$ cat src/verilog/tcp_pkg.sv
package tcp_pkg;

    // ----------------------------------------
    // Field widths
    // ----------------------------------------
    parameter int SEQ_W   = 32;
    parameter int LEN_W   = 16;
    parameter int FLAGS_W = 8;
    parameter int CMD_W   = 8;

    // ----------------------------------------
    // TCP flag bit positions
    // ----------------------------------------
    parameter int FLAG_FIN = 0;
    parameter int FLAG_SYN = 1;
    parameter int FLAG_RST = 2;
    parameter int FLAG_PSH = 3;
    parameter int FLAG_ACK = 4;

    // Application command opcodes
    typedef enum logic [CMD_W-1:0] {
        CMD_CONNECT = 8'd1,
        CMD_CLOSE   = 8'd2,
        CMD_SEND    = 8'd3
    } cmd_op_e;

    // Connection states, also reported in each response beat
    typedef enum logic [3:0] {
        CLOSED      = 4'd0,
        SYN_SENT    = 4'd1,
        ESTABLISHED = 4'd2,
        FIN_WAIT_1  = 4'd3,
        FIN_WAIT_2  = 4'd4,
        CLOSE_WAIT  = 4'd5,
        LAST_ACK    = 4'd6,
        TIME_WAIT   = 4'd7
    } conn_state_e;

    typedef enum logic {
        TMR_RTO,
        TMR_TIME_WAIT
    } timer_mode_e;

endpackage

$ cat src/verilog/tcp_conn_fsm.sv
`timescale 1ns/1ps

module tcp_conn_fsm #(
    parameter logic [tcp_pkg::SEQ_W-1:0] INIT_SEQ = 32'h12345678
)(
    input  logic                        clk,
    input  logic                        rst_n,
    input  logic                        cmd_valid,
    input  logic [tcp_pkg::CMD_W-1:0]   cmd_data,
    output logic                        cmd_ready,
    input  logic [tcp_pkg::LEN_W-1:0]   payload_len,
    input  logic                        meta_valid,
    output logic                        meta_ready,
    input  logic [tcp_pkg::SEQ_W-1:0]   meta_seq,
    input  logic [tcp_pkg::SEQ_W-1:0]   meta_ack,
    input  logic [tcp_pkg::FLAGS_W-1:0] meta_flags,
    output logic [tcp_pkg::SEQ_W-1:0]   seg_seq,
    output logic [tcp_pkg::SEQ_W-1:0]   seg_ack,
    output logic [tcp_pkg::FLAGS_W-1:0] seg_flags,
    output logic [tcp_pkg::LEN_W-1:0]   seg_len,
    output logic                        tx_req,
    output tcp_pkg::conn_state_e        tx_code,
    input  logic                        tx_ack,
    output logic                        tmr_load,
    output tcp_pkg::timer_mode_e        tmr_mode,
    output logic                        tmr_retry,
    output logic                        tmr_stop,
    input  logic                        tmr_expired,
    input  logic                        tmr_exhausted
);

    tcp_pkg::conn_state_e         state, state_d, new_code;
    logic [tcp_pkg::SEQ_W-1:0]    snd_nxt, rcv_nxt;       // Our next seq, peer's next seq
    logic [tcp_pkg::SEQ_W-1:0]    snd_d, rcv_d;
    logic [tcp_pkg::SEQ_W-1:0]    new_seq, new_ack;
    logic [tcp_pkg::SEQ_W-1:0]    peer_next;
    logic [tcp_pkg::FLAGS_W-1:0]  new_flags;
    logic [tcp_pkg::LEN_W-1:0]    new_len;
    logic                         go, resend, retx, pend_d;
    logic                         cmd_take, meta_take;
    logic                         is_fin, is_syn, is_rst, is_ack;

    // tx_req stays high for the whole launch and blocks intake
    assign cmd_take  = cmd_valid && cmd_ready;
    assign meta_ready = (state inside {tcp_pkg::SYN_SENT, tcp_pkg::ESTABLISHED,
                                      tcp_pkg::FIN_WAIT_1, tcp_pkg::FIN_WAIT_2,
                                      tcp_pkg::LAST_ACK}) && !tx_req && !cmd_take;
    assign meta_take = meta_valid && meta_ready;

    assign is_fin    = meta_flags[tcp_pkg::FLAG_FIN];
    assign is_syn    = meta_flags[tcp_pkg::FLAG_SYN];
    assign is_rst    = meta_flags[tcp_pkg::FLAG_RST];
    assign is_ack    = meta_flags[tcp_pkg::FLAG_ACK];
    assign peer_next = meta_seq + 1'b1;     // SYN and FIN take one sequence number

    // ----------------------------------------
    // Next state and segment selection
    // ----------------------------------------
    always_comb begin
        go        = 1'b0;
        resend    = 1'b0;
        new_seq   = snd_nxt;
        new_ack   = rcv_nxt;
        new_flags = '0;
        new_flags[tcp_pkg::FLAG_ACK] = 1'b1;    // Nearly every segment carries ACK
        new_len   = '0;
        new_code  = state;
        snd_d     = snd_nxt;
        rcv_d     = rcv_nxt;
        state_d   = state;

        if (tx_req) begin
            if (tx_ack) state_d = tx_code;      // Launch done, enter reported state
        end else if (cmd_take) begin
            case (cmd_data)
                tcp_pkg::CMD_CONNECT: if (state == tcp_pkg::CLOSED) begin
                    go        = 1'b1;
                    new_seq   = INIT_SEQ;
                    new_ack   = '0;
                    new_flags = '0;
                    new_flags[tcp_pkg::FLAG_SYN] = 1'b1;
                    new_code  = tcp_pkg::SYN_SENT;
                    snd_d     = INIT_SEQ + 1'b1;
                end
                tcp_pkg::CMD_SEND: if (state == tcp_pkg::ESTABLISHED) begin
                    go       = 1'b1;
                    new_flags[tcp_pkg::FLAG_PSH] = 1'b1;
                    new_len  = payload_len;
                    snd_d    = snd_nxt + tcp_pkg::SEQ_W'(payload_len);
                end
                tcp_pkg::CMD_CLOSE: begin
                    if (state == tcp_pkg::ESTABLISHED || state == tcp_pkg::CLOSE_WAIT) begin
                        go       = 1'b1;
                        new_flags[tcp_pkg::FLAG_FIN] = 1'b1;
                        new_code = (state == tcp_pkg::ESTABLISHED) ? tcp_pkg::FIN_WAIT_1
                                                                   : tcp_pkg::LAST_ACK;
                        snd_d    = snd_nxt + 1'b1;
                    end
                end
                default: ;                      // Unknown opcode is dropped
            endcase
        end else if (meta_take) begin
            case (state)
                tcp_pkg::SYN_SENT: begin
                    if (is_rst) begin
                        state_d = tcp_pkg::CLOSED;
                    end else if (is_syn && is_ack && meta_ack == INIT_SEQ + 1'b1) begin
                        go       = 1'b1;
                        new_ack  = peer_next;
                        rcv_d    = peer_next;
                        new_code = tcp_pkg::ESTABLISHED;
                    end
                end
                tcp_pkg::ESTABLISHED: begin
                    if (is_rst) begin
                        state_d = tcp_pkg::CLOSED;
                    end else if (is_fin) begin  // Passive close
                        go       = 1'b1;
                        new_ack  = peer_next;
                        rcv_d    = peer_next;
                        new_code = tcp_pkg::CLOSE_WAIT;
                    end
                end
                tcp_pkg::FIN_WAIT_1: begin
                    if (is_ack && meta_ack == snd_nxt) begin
                        if (is_fin) begin       // Simultaneous close
                            go       = 1'b1;
                            new_ack  = peer_next;
                            rcv_d    = peer_next;
                            new_code = tcp_pkg::TIME_WAIT;
                        end else begin
                            state_d = tcp_pkg::FIN_WAIT_2;
                        end
                    end
                end
                tcp_pkg::FIN_WAIT_2: begin
                    if (is_fin) begin
                        go       = 1'b1;
                        new_ack  = peer_next;
                        rcv_d    = peer_next;
                        new_code = tcp_pkg::TIME_WAIT;
                    end
                end
                tcp_pkg::LAST_ACK: begin
                    if (is_ack && meta_ack == snd_nxt) state_d = tcp_pkg::CLOSED;
                end
                default: ;
            endcase
        end

        // Timeouts only act when nothing else moved the connection
        if (!tx_req && !go && state_d == state && tmr_expired) begin
            if (state inside {tcp_pkg::SYN_SENT, tcp_pkg::FIN_WAIT_1, tcp_pkg::LAST_ACK}) begin
                if (tmr_exhausted) state_d = tcp_pkg::CLOSED;   // Give up
                else               resend  = 1'b1;
            end else if (state == tcp_pkg::TIME_WAIT) begin
                state_d = tcp_pkg::CLOSED;
            end
        end

        pend_d = go || resend || (tx_req && !tx_ack);
    end

    // Timer control, started once the segment has gone out
    always_comb begin
        tmr_load  = 1'b0;
        tmr_retry = 1'b0;
        tmr_stop  = 1'b0;
        tmr_mode  = tcp_pkg::TMR_RTO;
        if (tx_req && tx_ack) begin
            case (tx_code)
                tcp_pkg::SYN_SENT, tcp_pkg::FIN_WAIT_1, tcp_pkg::LAST_ACK: begin
                    tmr_retry = retx;
                    tmr_load  = !retx;
                end
                tcp_pkg::TIME_WAIT: begin
                    tmr_load = 1'b1;
                    tmr_mode = tcp_pkg::TMR_TIME_WAIT;
                end
                default: tmr_stop = 1'b1;
            endcase
        end else if (state_d != state) begin
            tmr_stop = 1'b1;
        end
    end

    // ----------------------------------------
    // Registers
    // ----------------------------------------
    always_ff @(posedge clk or negedge rst_n) begin
        if (!rst_n) begin
            state     <= tcp_pkg::CLOSED;
            snd_nxt   <= '0;
            rcv_nxt   <= '0;
            tx_req    <= 1'b0;
            tx_code   <= tcp_pkg::CLOSED;
            retx      <= 1'b0;
            cmd_ready <= 1'b0;
        end else begin
            state   <= state_d;
            snd_nxt <= snd_d;
            rcv_nxt <= rcv_d;
            tx_req  <= pend_d;
            if (go) tx_code <= new_code;        // A resend keeps the previous code
            if (go || resend) retx <= resend;
            cmd_ready <= (state_d inside {tcp_pkg::CLOSED, tcp_pkg::ESTABLISHED,
                                          tcp_pkg::CLOSE_WAIT}) && !pend_d && !cmd_take;
        end
    end

    // Segment fields, held until the next launch
    always_ff @(posedge clk) begin
        if (go) begin
            seg_seq   <= new_seq;
            seg_ack   <= new_ack;
            seg_flags <= new_flags;
            seg_len   <= new_len;
        end
    end

endmodule

$ cat src/verilog/tcp_conn_top.sv
`timescale 1ns/1ps

module tcp_conn_top #(
    parameter logic [tcp_pkg::SEQ_W-1:0] INIT_SEQ = 32'h12345678,
    parameter int RTO_CYCLES       = 200,
    parameter int TIME_WAIT_CYCLES = 400,
    parameter int MAX_RETRIES      = 3
)(
    input  logic                        clk,
    input  logic                        rst_n,

    // Application commands and responses
    input  logic                        cmd_valid,
    input  logic [tcp_pkg::CMD_W-1:0]   cmd_data,
    output logic                        cmd_ready,
    output logic                        resp_valid,
    output logic [tcp_pkg::CMD_W-1:0]   resp_data,
    input  logic                        resp_ready,
    input  logic [tcp_pkg::LEN_W-1:0]   payload_len,

    // Outer segment sender
    output logic                        sender_start,
    input  logic                        sender_busy,
    output logic [tcp_pkg::SEQ_W-1:0]   seg_seq,
    output logic [tcp_pkg::SEQ_W-1:0]   seg_ack,
    output logic [tcp_pkg::FLAGS_W-1:0] seg_flags,
    output logic [tcp_pkg::LEN_W-1:0]   seg_len,

    // Parsed segments from the peer
    input  logic                        meta_valid,
    output logic                        meta_ready,
    input  logic [tcp_pkg::SEQ_W-1:0]   meta_seq,
    input  logic [tcp_pkg::SEQ_W-1:0]   meta_ack,
    input  logic [tcp_pkg::FLAGS_W-1:0] meta_flags
);

    logic                 tx_req;
    logic                 tx_ack;
    tcp_pkg::conn_state_e tx_code;
    logic                 tmr_load;
    logic                 tmr_retry;
    logic                 tmr_stop;
    tcp_pkg::timer_mode_e tmr_mode;
    logic                 tmr_expired;
    logic                 tmr_exhausted;

    tcp_conn_fsm #(
        .INIT_SEQ (INIT_SEQ)
    ) u_fsm (
        .clk           (clk),
        .rst_n         (rst_n),
        .cmd_valid     (cmd_valid),
        .cmd_data      (cmd_data),
        .cmd_ready     (cmd_ready),
        .payload_len   (payload_len),
        .meta_valid    (meta_valid),
        .meta_ready    (meta_ready),
        .meta_seq      (meta_seq),
        .meta_ack      (meta_ack),
        .meta_flags    (meta_flags),
        .seg_seq       (seg_seq),
        .seg_ack       (seg_ack),
        .seg_flags     (seg_flags),
        .seg_len       (seg_len),
        .tx_req        (tx_req),
        .tx_code       (tx_code),
        .tx_ack        (tx_ack),
        .tmr_load      (tmr_load),
        .tmr_mode      (tmr_mode),
        .tmr_retry     (tmr_retry),
        .tmr_stop      (tmr_stop),
        .tmr_expired   (tmr_expired),
        .tmr_exhausted (tmr_exhausted)
    );

    tcp_retry_timer #(
        .RTO_CYCLES       (RTO_CYCLES),
        .TIME_WAIT_CYCLES (TIME_WAIT_CYCLES),
        .MAX_RETRIES      (MAX_RETRIES)
    ) u_timer (
        .clk           (clk),
        .rst_n         (rst_n),
        .tmr_load      (tmr_load),
        .tmr_mode      (tmr_mode),
        .tmr_retry     (tmr_retry),
        .tmr_stop      (tmr_stop),
        .tmr_expired   (tmr_expired),
        .tmr_exhausted (tmr_exhausted)
    );

    tcp_seg_launcher u_launcher (
        .clk          (clk),
        .rst_n        (rst_n),
        .tx_req       (tx_req),
        .tx_code      (tx_code),
        .tx_ack       (tx_ack),
        .sender_start (sender_start),
        .sender_busy  (sender_busy),
        .resp_valid   (resp_valid),
        .resp_data    (resp_data),
        .resp_ready   (resp_ready)
    );

endmodule

$ cat src/verilog/tcp_retry_timer.sv
`timescale 1ns/1ps

module tcp_retry_timer #(
    parameter int RTO_CYCLES       = 200,
    parameter int TIME_WAIT_CYCLES = 400,
    parameter int MAX_RETRIES      = 3
)(
    input  logic                 clk,
    input  logic                 rst_n,
    input  logic                 tmr_load,
    input  tcp_pkg::timer_mode_e tmr_mode,
    input  logic                 tmr_retry,
    input  logic                 tmr_stop,
    output logic                 tmr_expired,
    output logic                 tmr_exhausted
);

    localparam int MAX_CYCLES = (TIME_WAIT_CYCLES > RTO_CYCLES) ? TIME_WAIT_CYCLES
                                                                : RTO_CYCLES;
    localparam int CNT_W = $clog2(MAX_CYCLES + 1);
    localparam int RTY_W = $clog2(MAX_RETRIES + 2);

    logic [CNT_W-1:0] count;
    logic [CNT_W-1:0] reload;
    logic [RTY_W-1:0] retries;
    logic             running;

    assign reload = (tmr_mode == tcp_pkg::TMR_TIME_WAIT) ? CNT_W'(TIME_WAIT_CYCLES - 1)
                                                         : CNT_W'(RTO_CYCLES - 1);

    assign tmr_expired   = running && count == '0;      // Single cycle, timer idles after
    assign tmr_exhausted = retries >= RTY_W'(MAX_RETRIES);

    always_ff @(posedge clk or negedge rst_n) begin
        if (!rst_n) begin
            count   <= '0;
            running <= 1'b0;
            retries <= '0;
        end else begin
            if (tmr_stop) begin
                running <= 1'b0;
            end else if (tmr_load || tmr_retry) begin
                running <= 1'b1;
                count   <= reload;
            end else if (running) begin
                if (count == '0) running <= 1'b0;
                else             count   <= count - 1'b1;
            end

            // Retry count restarts with each fresh load
            if (tmr_load)                         retries <= '0;
            else if (tmr_retry && !tmr_exhausted) retries <= retries + 1'b1;
        end
    end

endmodule

$ cat src/verilog/tcp_seg_launcher.sv
`timescale 1ns/1ps

module tcp_seg_launcher (
    input  logic                      clk,
    input  logic                      rst_n,
    input  logic                      tx_req,
    input  tcp_pkg::conn_state_e      tx_code,
    output logic                      tx_ack,
    output logic                      sender_start,
    input  logic                      sender_busy,
    output logic                      resp_valid,
    output logic [tcp_pkg::CMD_W-1:0] resp_data,
    input  logic                      resp_ready
);

    typedef enum logic [2:0] {
        L_IDLE,
        L_START,
        L_BUSY,
        L_RESP,
        L_ACK
    } launch_state_e;

    launch_state_e lstate;

    // ----------------------------------------
    // Launch sequence
    // ----------------------------------------
    always_ff @(posedge clk or negedge rst_n) begin
        if (!rst_n) begin
            lstate       <= L_IDLE;
            sender_start <= 1'b0;
            resp_valid   <= 1'b0;
            tx_ack       <= 1'b0;
        end else begin
            sender_start <= 1'b0;
            case (lstate)
                L_IDLE: begin
                    if (tx_req) begin
                        sender_start <= 1'b1;
                        lstate       <= L_START;
                    end
                end
                // Guard cycle while the sender picks up the pulse
                L_START: lstate <= L_BUSY;
                L_BUSY: begin
                    if (!sender_busy) begin
                        resp_valid <= 1'b1;
                        lstate     <= L_RESP;
                    end
                end
                L_RESP: begin
                    if (resp_ready) begin
                        resp_valid <= 1'b0;
                        tx_ack     <= 1'b1;     // Beat taken, acknowledge the FSM
                        lstate     <= L_ACK;
                    end
                end
                L_ACK: begin
                    if (!tx_req) begin          // Four-phase return to zero
                        tx_ack <= 1'b0;
                        lstate <= L_IDLE;
                    end
                end
                default: lstate <= L_IDLE;
            endcase
        end
    end

    // Response carries the state being entered
    always_ff @(posedge clk) begin
        if (lstate == L_BUSY && !sender_busy) resp_data <= tcp_pkg::CMD_W'(tx_code);
    end

endmodule
$ cat config.mk
export PLATFORM = sky130hd
export DESIGN_NAME = tcp_conn_top
export DESIGN_NICKNAME = d
export VERILOG_FILES = /design/src/verilog/tcp_pkg.sv /design/src/verilog/tcp_conn_fsm.sv /design/src/verilog/tcp_conn_top.sv /design/src/verilog/tcp_retry_timer.sv /design/src/verilog/tcp_seg_launcher.sv
export SDC_FILE = /design/constraint.sdc
export NUM_CORES = 1
export LEC_CHECK = 0
export ABC_AREA = 1
export BUFFER_PORTS_ARGS = -buffer_cell sky130_fd_sc_hd__buf_2
export CORE_MARGIN = 2
export CORE_UTILIZATION = 51
export CTS_CLUSTER_DIAMETER = 40
export DETAILED_ROUTE_END_ITERATION = 12
export PLACE_DENSITY = 0.77
export SETUP_SLACK_MARGIN = 0.3
export SYNTH_ARGS = -nofsm -noshare
export SYNTH_HDL_FRONTEND = slang
export SYNTH_SLANG_ARGS = --single-unit
$ cat constraint.sdc
create_clock -name clk -period 4.5 [get_ports clk]
set_clock_uncertainty 0.2 [all_clocks]
set_input_delay 0.9 -clock clk [delete_from_list [all_inputs] [get_ports clk]]
set_output_delay 0.9 -clock clk [all_outputs]
set_load 0.03 [all_outputs]
# Word-level counts from Yosys, hierarchy flattened
# Cells that the tools add are included.
[totals] reg_bits=186 inputBits=102 output_inout_bits=100 wordCells=214
[classes] add_sub_neg=5 n_lt_le_gt_ge=1 eq_ne=32 n_mux=97 bitwise=6 reduce_logical=53
[ops] operator="2-to-1 mux 32 bit" count=17
[ops] operator="one-hot mux 32 bit (4 select lines)" count=1
[ops] operator="one-hot mux 32 bit (3 select lines)" count=1
[ops] operator="2-to-1 mux 4 bit" count=23
[ops] operator="adder 32 x 1 -> 32 bit (second input constant)" count=2
[ops] operator="2-to-1 mux 9 bit" count=4
[ops] operator="adder 32 x 16 -> 32 bit" count=1
[ops] operator="equality test 32 x 29 -> 1 bit (second input constant)" count=1
[ops] operator="equality test 32 bit" count=1
[ops] operator="2-to-1 mux 1 bit" count=32
[ops] operator="equality test 4 x 3 -> 1 bit (second input constant)" count=7
[ops] operator="2-to-1 mux 3 bit" count=7
[ops] operator="logical AND 1 bit" count=17
[ops] operator="equality test 4 x 2 -> 1 bit (second input constant)" count=4
[ops] operator="equality test 8 x 2 -> 1 bit (second input constant)" count=2
[ops] operator="one-hot mux 4 bit (4 select lines)" count=1
[ops] operator="one-hot mux 3 bit (5 select lines)" count=1
[ops] operator="one-hot mux 4 bit (3 select lines)" count=1
[ops] operator="!= test 2 bit (second input constant)" count=5
[ops] operator="one-hot mux 1 bit (2 select lines)" count=5
[ops] operator="logical NOT 9 bit" count=1
[ops] operator="AND reduction 3 bit" count=3
[ops] operator="nonzero test 3 bit" count=3
[ops] operator="subtractor 9 x 1 -> 9 bit (second input constant)" count=1
[ops] operator="27 further kinds" count=53

# Longest topological paths before layout
[logic_depth] depth_word=18 depth_mapped=25 mapped_depth_nobuf=25

# Cells and area by module
# Synthesis repeated with hierarchy kept, for this count alone.
[hier_totals] hier_cells=1444 hier_area_um2=11304.6
[modules_own_cells] mod="tcp_conn_fsm" n_inst=1 cells_each=1280 area_per_inst_um2=10020.9
[modules_own_cells] mod="tcp_retry_timer" n_inst=1 cells_each=116 area_per_inst_um2=837.1
[modules_own_cells] mod="tcp_seg_launcher" n_inst=1 cells_each=48 area_per_inst_um2=446.7

# Least setup slack after synthesis
# No wires, ideal clock.
[synth_path] path_kind="input -> register" startpoint="input port meta_ack[10] in the netlist's numbering" endpoint="register u_fsm.seg_ack[0] in the netlist's numbering (enable)" arrival_ns=3.477 required_time_ns=3.369 path_slack_ns=-0.108 path_stages=11 path_buffers=0 path_cell_list="or2_2 > nand2_1 > nor2_1 > nand2_1 > nor2_1 > nand3_2 > nand2_1 > nand4_4 > nand2_2 > nand2_1 > clkinv_1"
[synth_via] elab_chain_cells=8 elab_cells_between_ends=11 cone_classes="2 x eq/ne; 7 x mux; 2 x reduce/logical"
[synth_lines] item="start, declared" line="tcp_conn_top.sv:33" rtl="input logic [tcp_pkg::SEQ_W-1:0] meta_ack,"
[synth_lines] item="equality test 32 x 29 -> 1 bit" line="tcp_conn_fsm.sv:107" rtl="end else if (is_syn && is_ack && meta_ack == INIT_SEQ + 1'b1) begin"
[synth_lines] item="logical AND 1 bit" line="tcp_conn_fsm.sv:107"
[synth_lines] item="2-to-1 mux 1 bit" line="tcp_conn_fsm.sv:107"
[synth_lines] item="2-to-1 mux 1 bit" line="tcp_conn_fsm.sv:105" rtl="if (is_rst) begin"
[synth_lines] item="one-hot mux 1 bit (4 select lines) (*)" line="tcp_conn_fsm.sv:103" rtl="case (state)"
[synth_lines] item="2-to-1 mux 1 bit (*)" line="tcp_conn_fsm.sv:102" rtl="end else if (meta_take) begin"
[synth_lines] item="2-to-1 mux 1 bit (*)" line="tcp_conn_fsm.sv:74" rtl="end else if (cmd_take) begin"
[synth_lines] item="2-to-1 mux 1 bit (*)" line="tcp_conn_fsm.sv:72" rtl="if (tx_req) begin"
[synth_lines] item="named net u_fsm.go" line="tcp_conn_fsm.sv:39" rtl="logic go, resend, retx, pend_d;"
[synth_lines] item="end signal, assigned" line="tcp_conn_fsm.sv:215" rtl="seg_ack <= new_ack;"
[synth_lines] item="end, declared" line="tcp_conn_fsm.sv:18" rtl="output logic [tcp_pkg::SEQ_W-1:0] seg_ack,"
# Mark *: on every way through the listed nets, which the timed path passes. The rest lies on a longest branch.
# A chain may end at the register's enable or synchronous reset.

# Worst setup path in the final report
[layout_path] startpoint="input port cmd_data[7] in the netlist's numbering" endpoint="register u_fsm.snd_nxt[29] in the netlist's numbering"
[layout_via] elab_chain_cells=3 elab_cells_between_ends=9 cone_classes="6 x eq/ne; 1 x mux; 2 x reduce/logical"
[layout_lines] item="start, declared" line="tcp_conn_top.sv:14" rtl="input logic [tcp_pkg::CMD_W-1:0] cmd_data,"
[layout_lines] item="equality test 8 x 1 -> 1 bit / equality test 8 x 2 -> 1 bit (equally long branches)" line="tcp_conn_fsm.sv:75" rtl="case (cmd_data)"
[layout_lines] item="!= test 2 x 1 -> 1 bit (no source line) / nonzero test 3 bit (equally long branches)"
[layout_lines] item="AND reduction 6 bit (no source line)"
[layout_lines] item="end signal, assigned" line="tcp_conn_fsm.sv:201" rtl="snd_nxt <= snd_d;"
[layout_lines] item="end, declared" line="tcp_conn_fsm.sv:33" rtl="logic [tcp_pkg::SEQ_W-1:0] snd_nxt, rcv_nxt;"
# Parallel ways exist; a longest one is shown, timed or not.

==> flow_summary_export.csv <==
group,metric,value,unit
power,clockPowerShare,24.4,%
cells_and_area,drive_gt1_share,19.49,%
drt,vias_per_cell,5.408,
logic_synthesis,async_flop_share,51.65,%
placed_design,gp_congestion,0.9946,
power,p_per_area,472.5,nW/um2
power,cellInternalPower,3.712,mW
cells_and_area,area_growth,18.54,%
placed_design,io_buffers,189,
logic_synthesis,synthTopCellsByArea,"edfxtp_1 (24%), dfrtp_1 (21%), nand2_1 (11%)",
cells_and_area,stdcell_count,1919,
logic_synthesis,synth_edf_count,88,
power,ir_drop,0.4160,mV
min_path,hold_class,"flip-flop to flip-flop",
logic_synthesis,ys_seq_area_share,45.39,%
drt,num_vias,10380,
placed_design,post-dp-hpwl,23.48,mm
power,net-switching-power,2.452,mW
cells_and_area,stdcell_area,13050,um2
floorplanning,start_util,52.18,%
logic_synthesis,syn_inst,1415,
clocking,cts_buffers,17,
grt,grt_max_degree,53,
placed_design,placedInstanceArea,12380,um2
logic_synthesis,synth_warnings,0,
clocking,clkLatencyLatePin,0.44,ns
drt,routed_wl,31.07,mm
worst_setup_path,worstReg2RegStart,"u_fsm.state[2]",
drt,drtPass1Iterations,6,
floorplanning,row_count,53,
power,p_leak,6.445,nW
clocking,cts_root_buf,"clkbuf_16",
clocking,clock_path_buffers,2,
power,pwr-share-comb,36.6,%
grt,globalRouteOverflowTotal,0,
logic_synthesis,synth_top_area_share,24.01,%
timing,hold_ws,0.2622,ns
power,power_frac_seq,39.0,%
clocking,cts_tree,"done",
clocking,clock_sinks,182,
logic_synthesis,ys_ff_latch,182,
worst_setup_path,ff2ff_path_depth,15,
drt,wl_per_cell,16.19,um
timing,slew-limit-headroom,50.44,%
logic_synthesis,synth.distinct_cells,66,
flow_run,cap_violations,0,
clocking,htreeDepth,4,
timing,period_minus_slack,3.947,ns
outcome,status,"completed",
power,swShare,39.78,%
timing,tightest_slew,0.7432,ns
floorplanning,die_area,22770,um2
timing,setup_tns,0,ns
timing,rsz0062_at_grt,"no",
floorplanning,die_h,150.9,um
grt,grt_pass1_wl,49.29,mm
worst_setup_path,worstSetupStartpoint,"cmd_data[7]",
timing,hold_viol,0,
timing,timing.final.crit_share,87.72,%
logic_synthesis,synthFlopType,"dfrtp_1",
drt,drc,0,
floorplanning,die_x,150.9,um
logic_synthesis,synth_area,11000,um2
worst_setup_path,endpoint_kind,"flip-flop",
cells_and_area,post-route-util,61.86,%
logic_synthesis,yosys.area.top_type,"edfxtp_1",
drt,drtIter0Drc,901,
timing,setup_slack,0.5528,ns
worst_setup_path,critPathLaunchType,"primary input",
clocking,path_clk_slew,0.07,ns
grt,grt_usage,27.78,%
worst_setup_path,critPathArrivalTime,4.12,ns
min_path,holdCritStartpoint,"u_fsm.tx_code[2]",
placed_design,place_inst,1882,
min_path,hold_depth,0,
grt,antenna_found_initial,1,
worst_setup_path,worst-setup-path-type,"primary input to flip-flop",
floorplanning,ios,202,
grt,grt_pass1_vias,9935,
cells_and_area,nets,1752,
drt,ant_nets,0,
worst_setup_path,worstPathMaxFanout,10,
timing,drv_slew,0,
timing,fmax,253.3,MHz
worst_setup_path,worstPathRequired,4.67,ns
power,power,6.164,mW
logic_synthesis,avgSynthCellArea,7.777,um2
timing,setup_viol,0,
floorplanning,core_area,21090,um2
placed_design,pre_cts_slack,-0.08219,ns
-- cell usage after synthesis (9+ instances only) --
cell and count:
dfrtp_1 94, ha_1 20, o21ai_1 9, clkbuf_1 18, nand4_1 37, nor4_1 16, inv_2 12, buf_4 9
nor3_1 25, edfxtp_1 88, nand2_1 325, xor2_1 16, o21ai_0 80, a21oi_1 46, inv_1 251, o22ai_1 26
a31oi_1 11, nor2_1 140, xnor2_1 19, nand3_1 63
-- repair_timing --
item,CTS,global route
setup buffers,0,3
resized for setup,0,19
hold buffers,0,0
setup endpoints to repair,0,16
-- cells by family after synthesis --
kind of cell | after synthesis | share of synthesized area [%]
flip-flops | 182 | 45.39
AND/OR/NAND/NOR | 646 | 26.07
buffers and inverters | 303 | 10.77
other | 1 | 0.03408
AO/OA/AOI/OAI | 226 | 12.35
XOR/XNOR | 36 | 2.933
adder cells (fa/ha/maj) | 21 | 2.456
-- cells in the final DEF, fill, tap and decap left out, types with 11 or more instances in the layout --
cell type  instances
a21oi_1           45
a31oi_1           11
buf_2            188
buf_4             33
clkbuf_16         17
dfrtp_1           94
edfxtp_1          88
ha_1              20
inv_1            251
inv_2             12
nand2_1          323
nand3_1           63
nand4_1           37
nor2_1           138
nor3_1            23
nor4_1            15
o21ai_0           77
o22ai_1           26
xnor2_1           19
xor2_1            16
-- state kept, by name (all words and copies together), names as in the netlist --
name,flops
u_launcher.tx_ack,1
u_fsm.snd_nxt,32
u_fsm.rcv_nxt,32
u_fsm.state,4
u_fsm.seg_seq,32
u_fsm.tx_code,4
u_launcher.resp_valid,1
u_fsm.cmd_ready,1
u_timer.retries,3
u_launcher.lstate,3
u_timer.running,1
u_timer.count,9
u_launcher.sender_start,1
u_fsm.seg_ack,32
u_fsm.seg_len,16
u_launcher.resp_data,4
u_fsm.retx,1
u_fsm.seg_flags,4
u_fsm.tx_req,1
-- routing by layer --
metal  share of wire, %  global-route usage, %  vias to the layer above
li1                   -                      -                     5062
met1                 42                  36.78                     4826
met2                 47                  45.07                      429
met3                7.8                  5.994                       60
met4                2.9                  10.23                        0
met5                  0                      0                        -
-- path summary, 6_finish.rpt --
kind,end,slack (ns)
setup / recovery,u_fsm.snd_nxt[29],0.55
hold / removal,u_launcher.resp_data[2],0.26
setup reg to reg,u_fsm.seg_ack[31],1.09
hold reg to reg,u_launcher.resp_data[2],0.26
max in group asynchronous,u_fsm.snd_nxt[13],2.99
min in group asynchronous,u_fsm.rcv_nxt[15],0.29
-- worst max-delay path: stages --
cell,delay (ns)
buf_2,0.11
nor2_2,0.13
nand2_2,0.09
nor3_4,0.17
inv_1,0.12
nor2_4,0.13
buf_4,0.16
buf_6,0.15
nor2_1,0.05
ha_1,0.34
a21oi_1,0.09
a21boi_1,0.16
o21ai_1,0.19
inv_1,0.06
o21a_1,0.22
o21ai_2,0.20
nand3_1,0.13
nand2_2,0.11
nand2_1,0.11
nor3_2,0.19
nand2_1,0.11
nand2_1,0.07
nand2_1,0.04
nor2_1,0.08
-- power groups by stage --
| stage | Clock [mW] | Combinational, mW | Sequential, mW |
|---|---|---|---|
| 3_3_place_gp | 0 | 2.15 | 2.41 |
| 6_report | 1.51 | 2.25 | 2.40 |
| 3_5_place_dp | 0 | 2.20 | 2.42 |
| 4_1_cts | 1.53 | 2.22 | 2.39 |
| 2_1_floorplan | 0 | 1.51 | 2.51 |
| 5_1_grt | 1.59 | 2.53 | 2.44 |
-- area by class of cell --
class | count | area (um2)
Antenna cell | 2 | 5.005
Clock buffer | 17 | 425.4
Clock inverter | 15 | 162.7
Fill cell | 1895 | 8043
Inverter | 269 | 1013
Multi-Input combinational cell | 937 | 4900
Sequential cell | 182 | 4995
Tap cell | 275 | 344.1
Timing Repair Buffer | 222 | 1200
(Power assumes the default switching activity.)
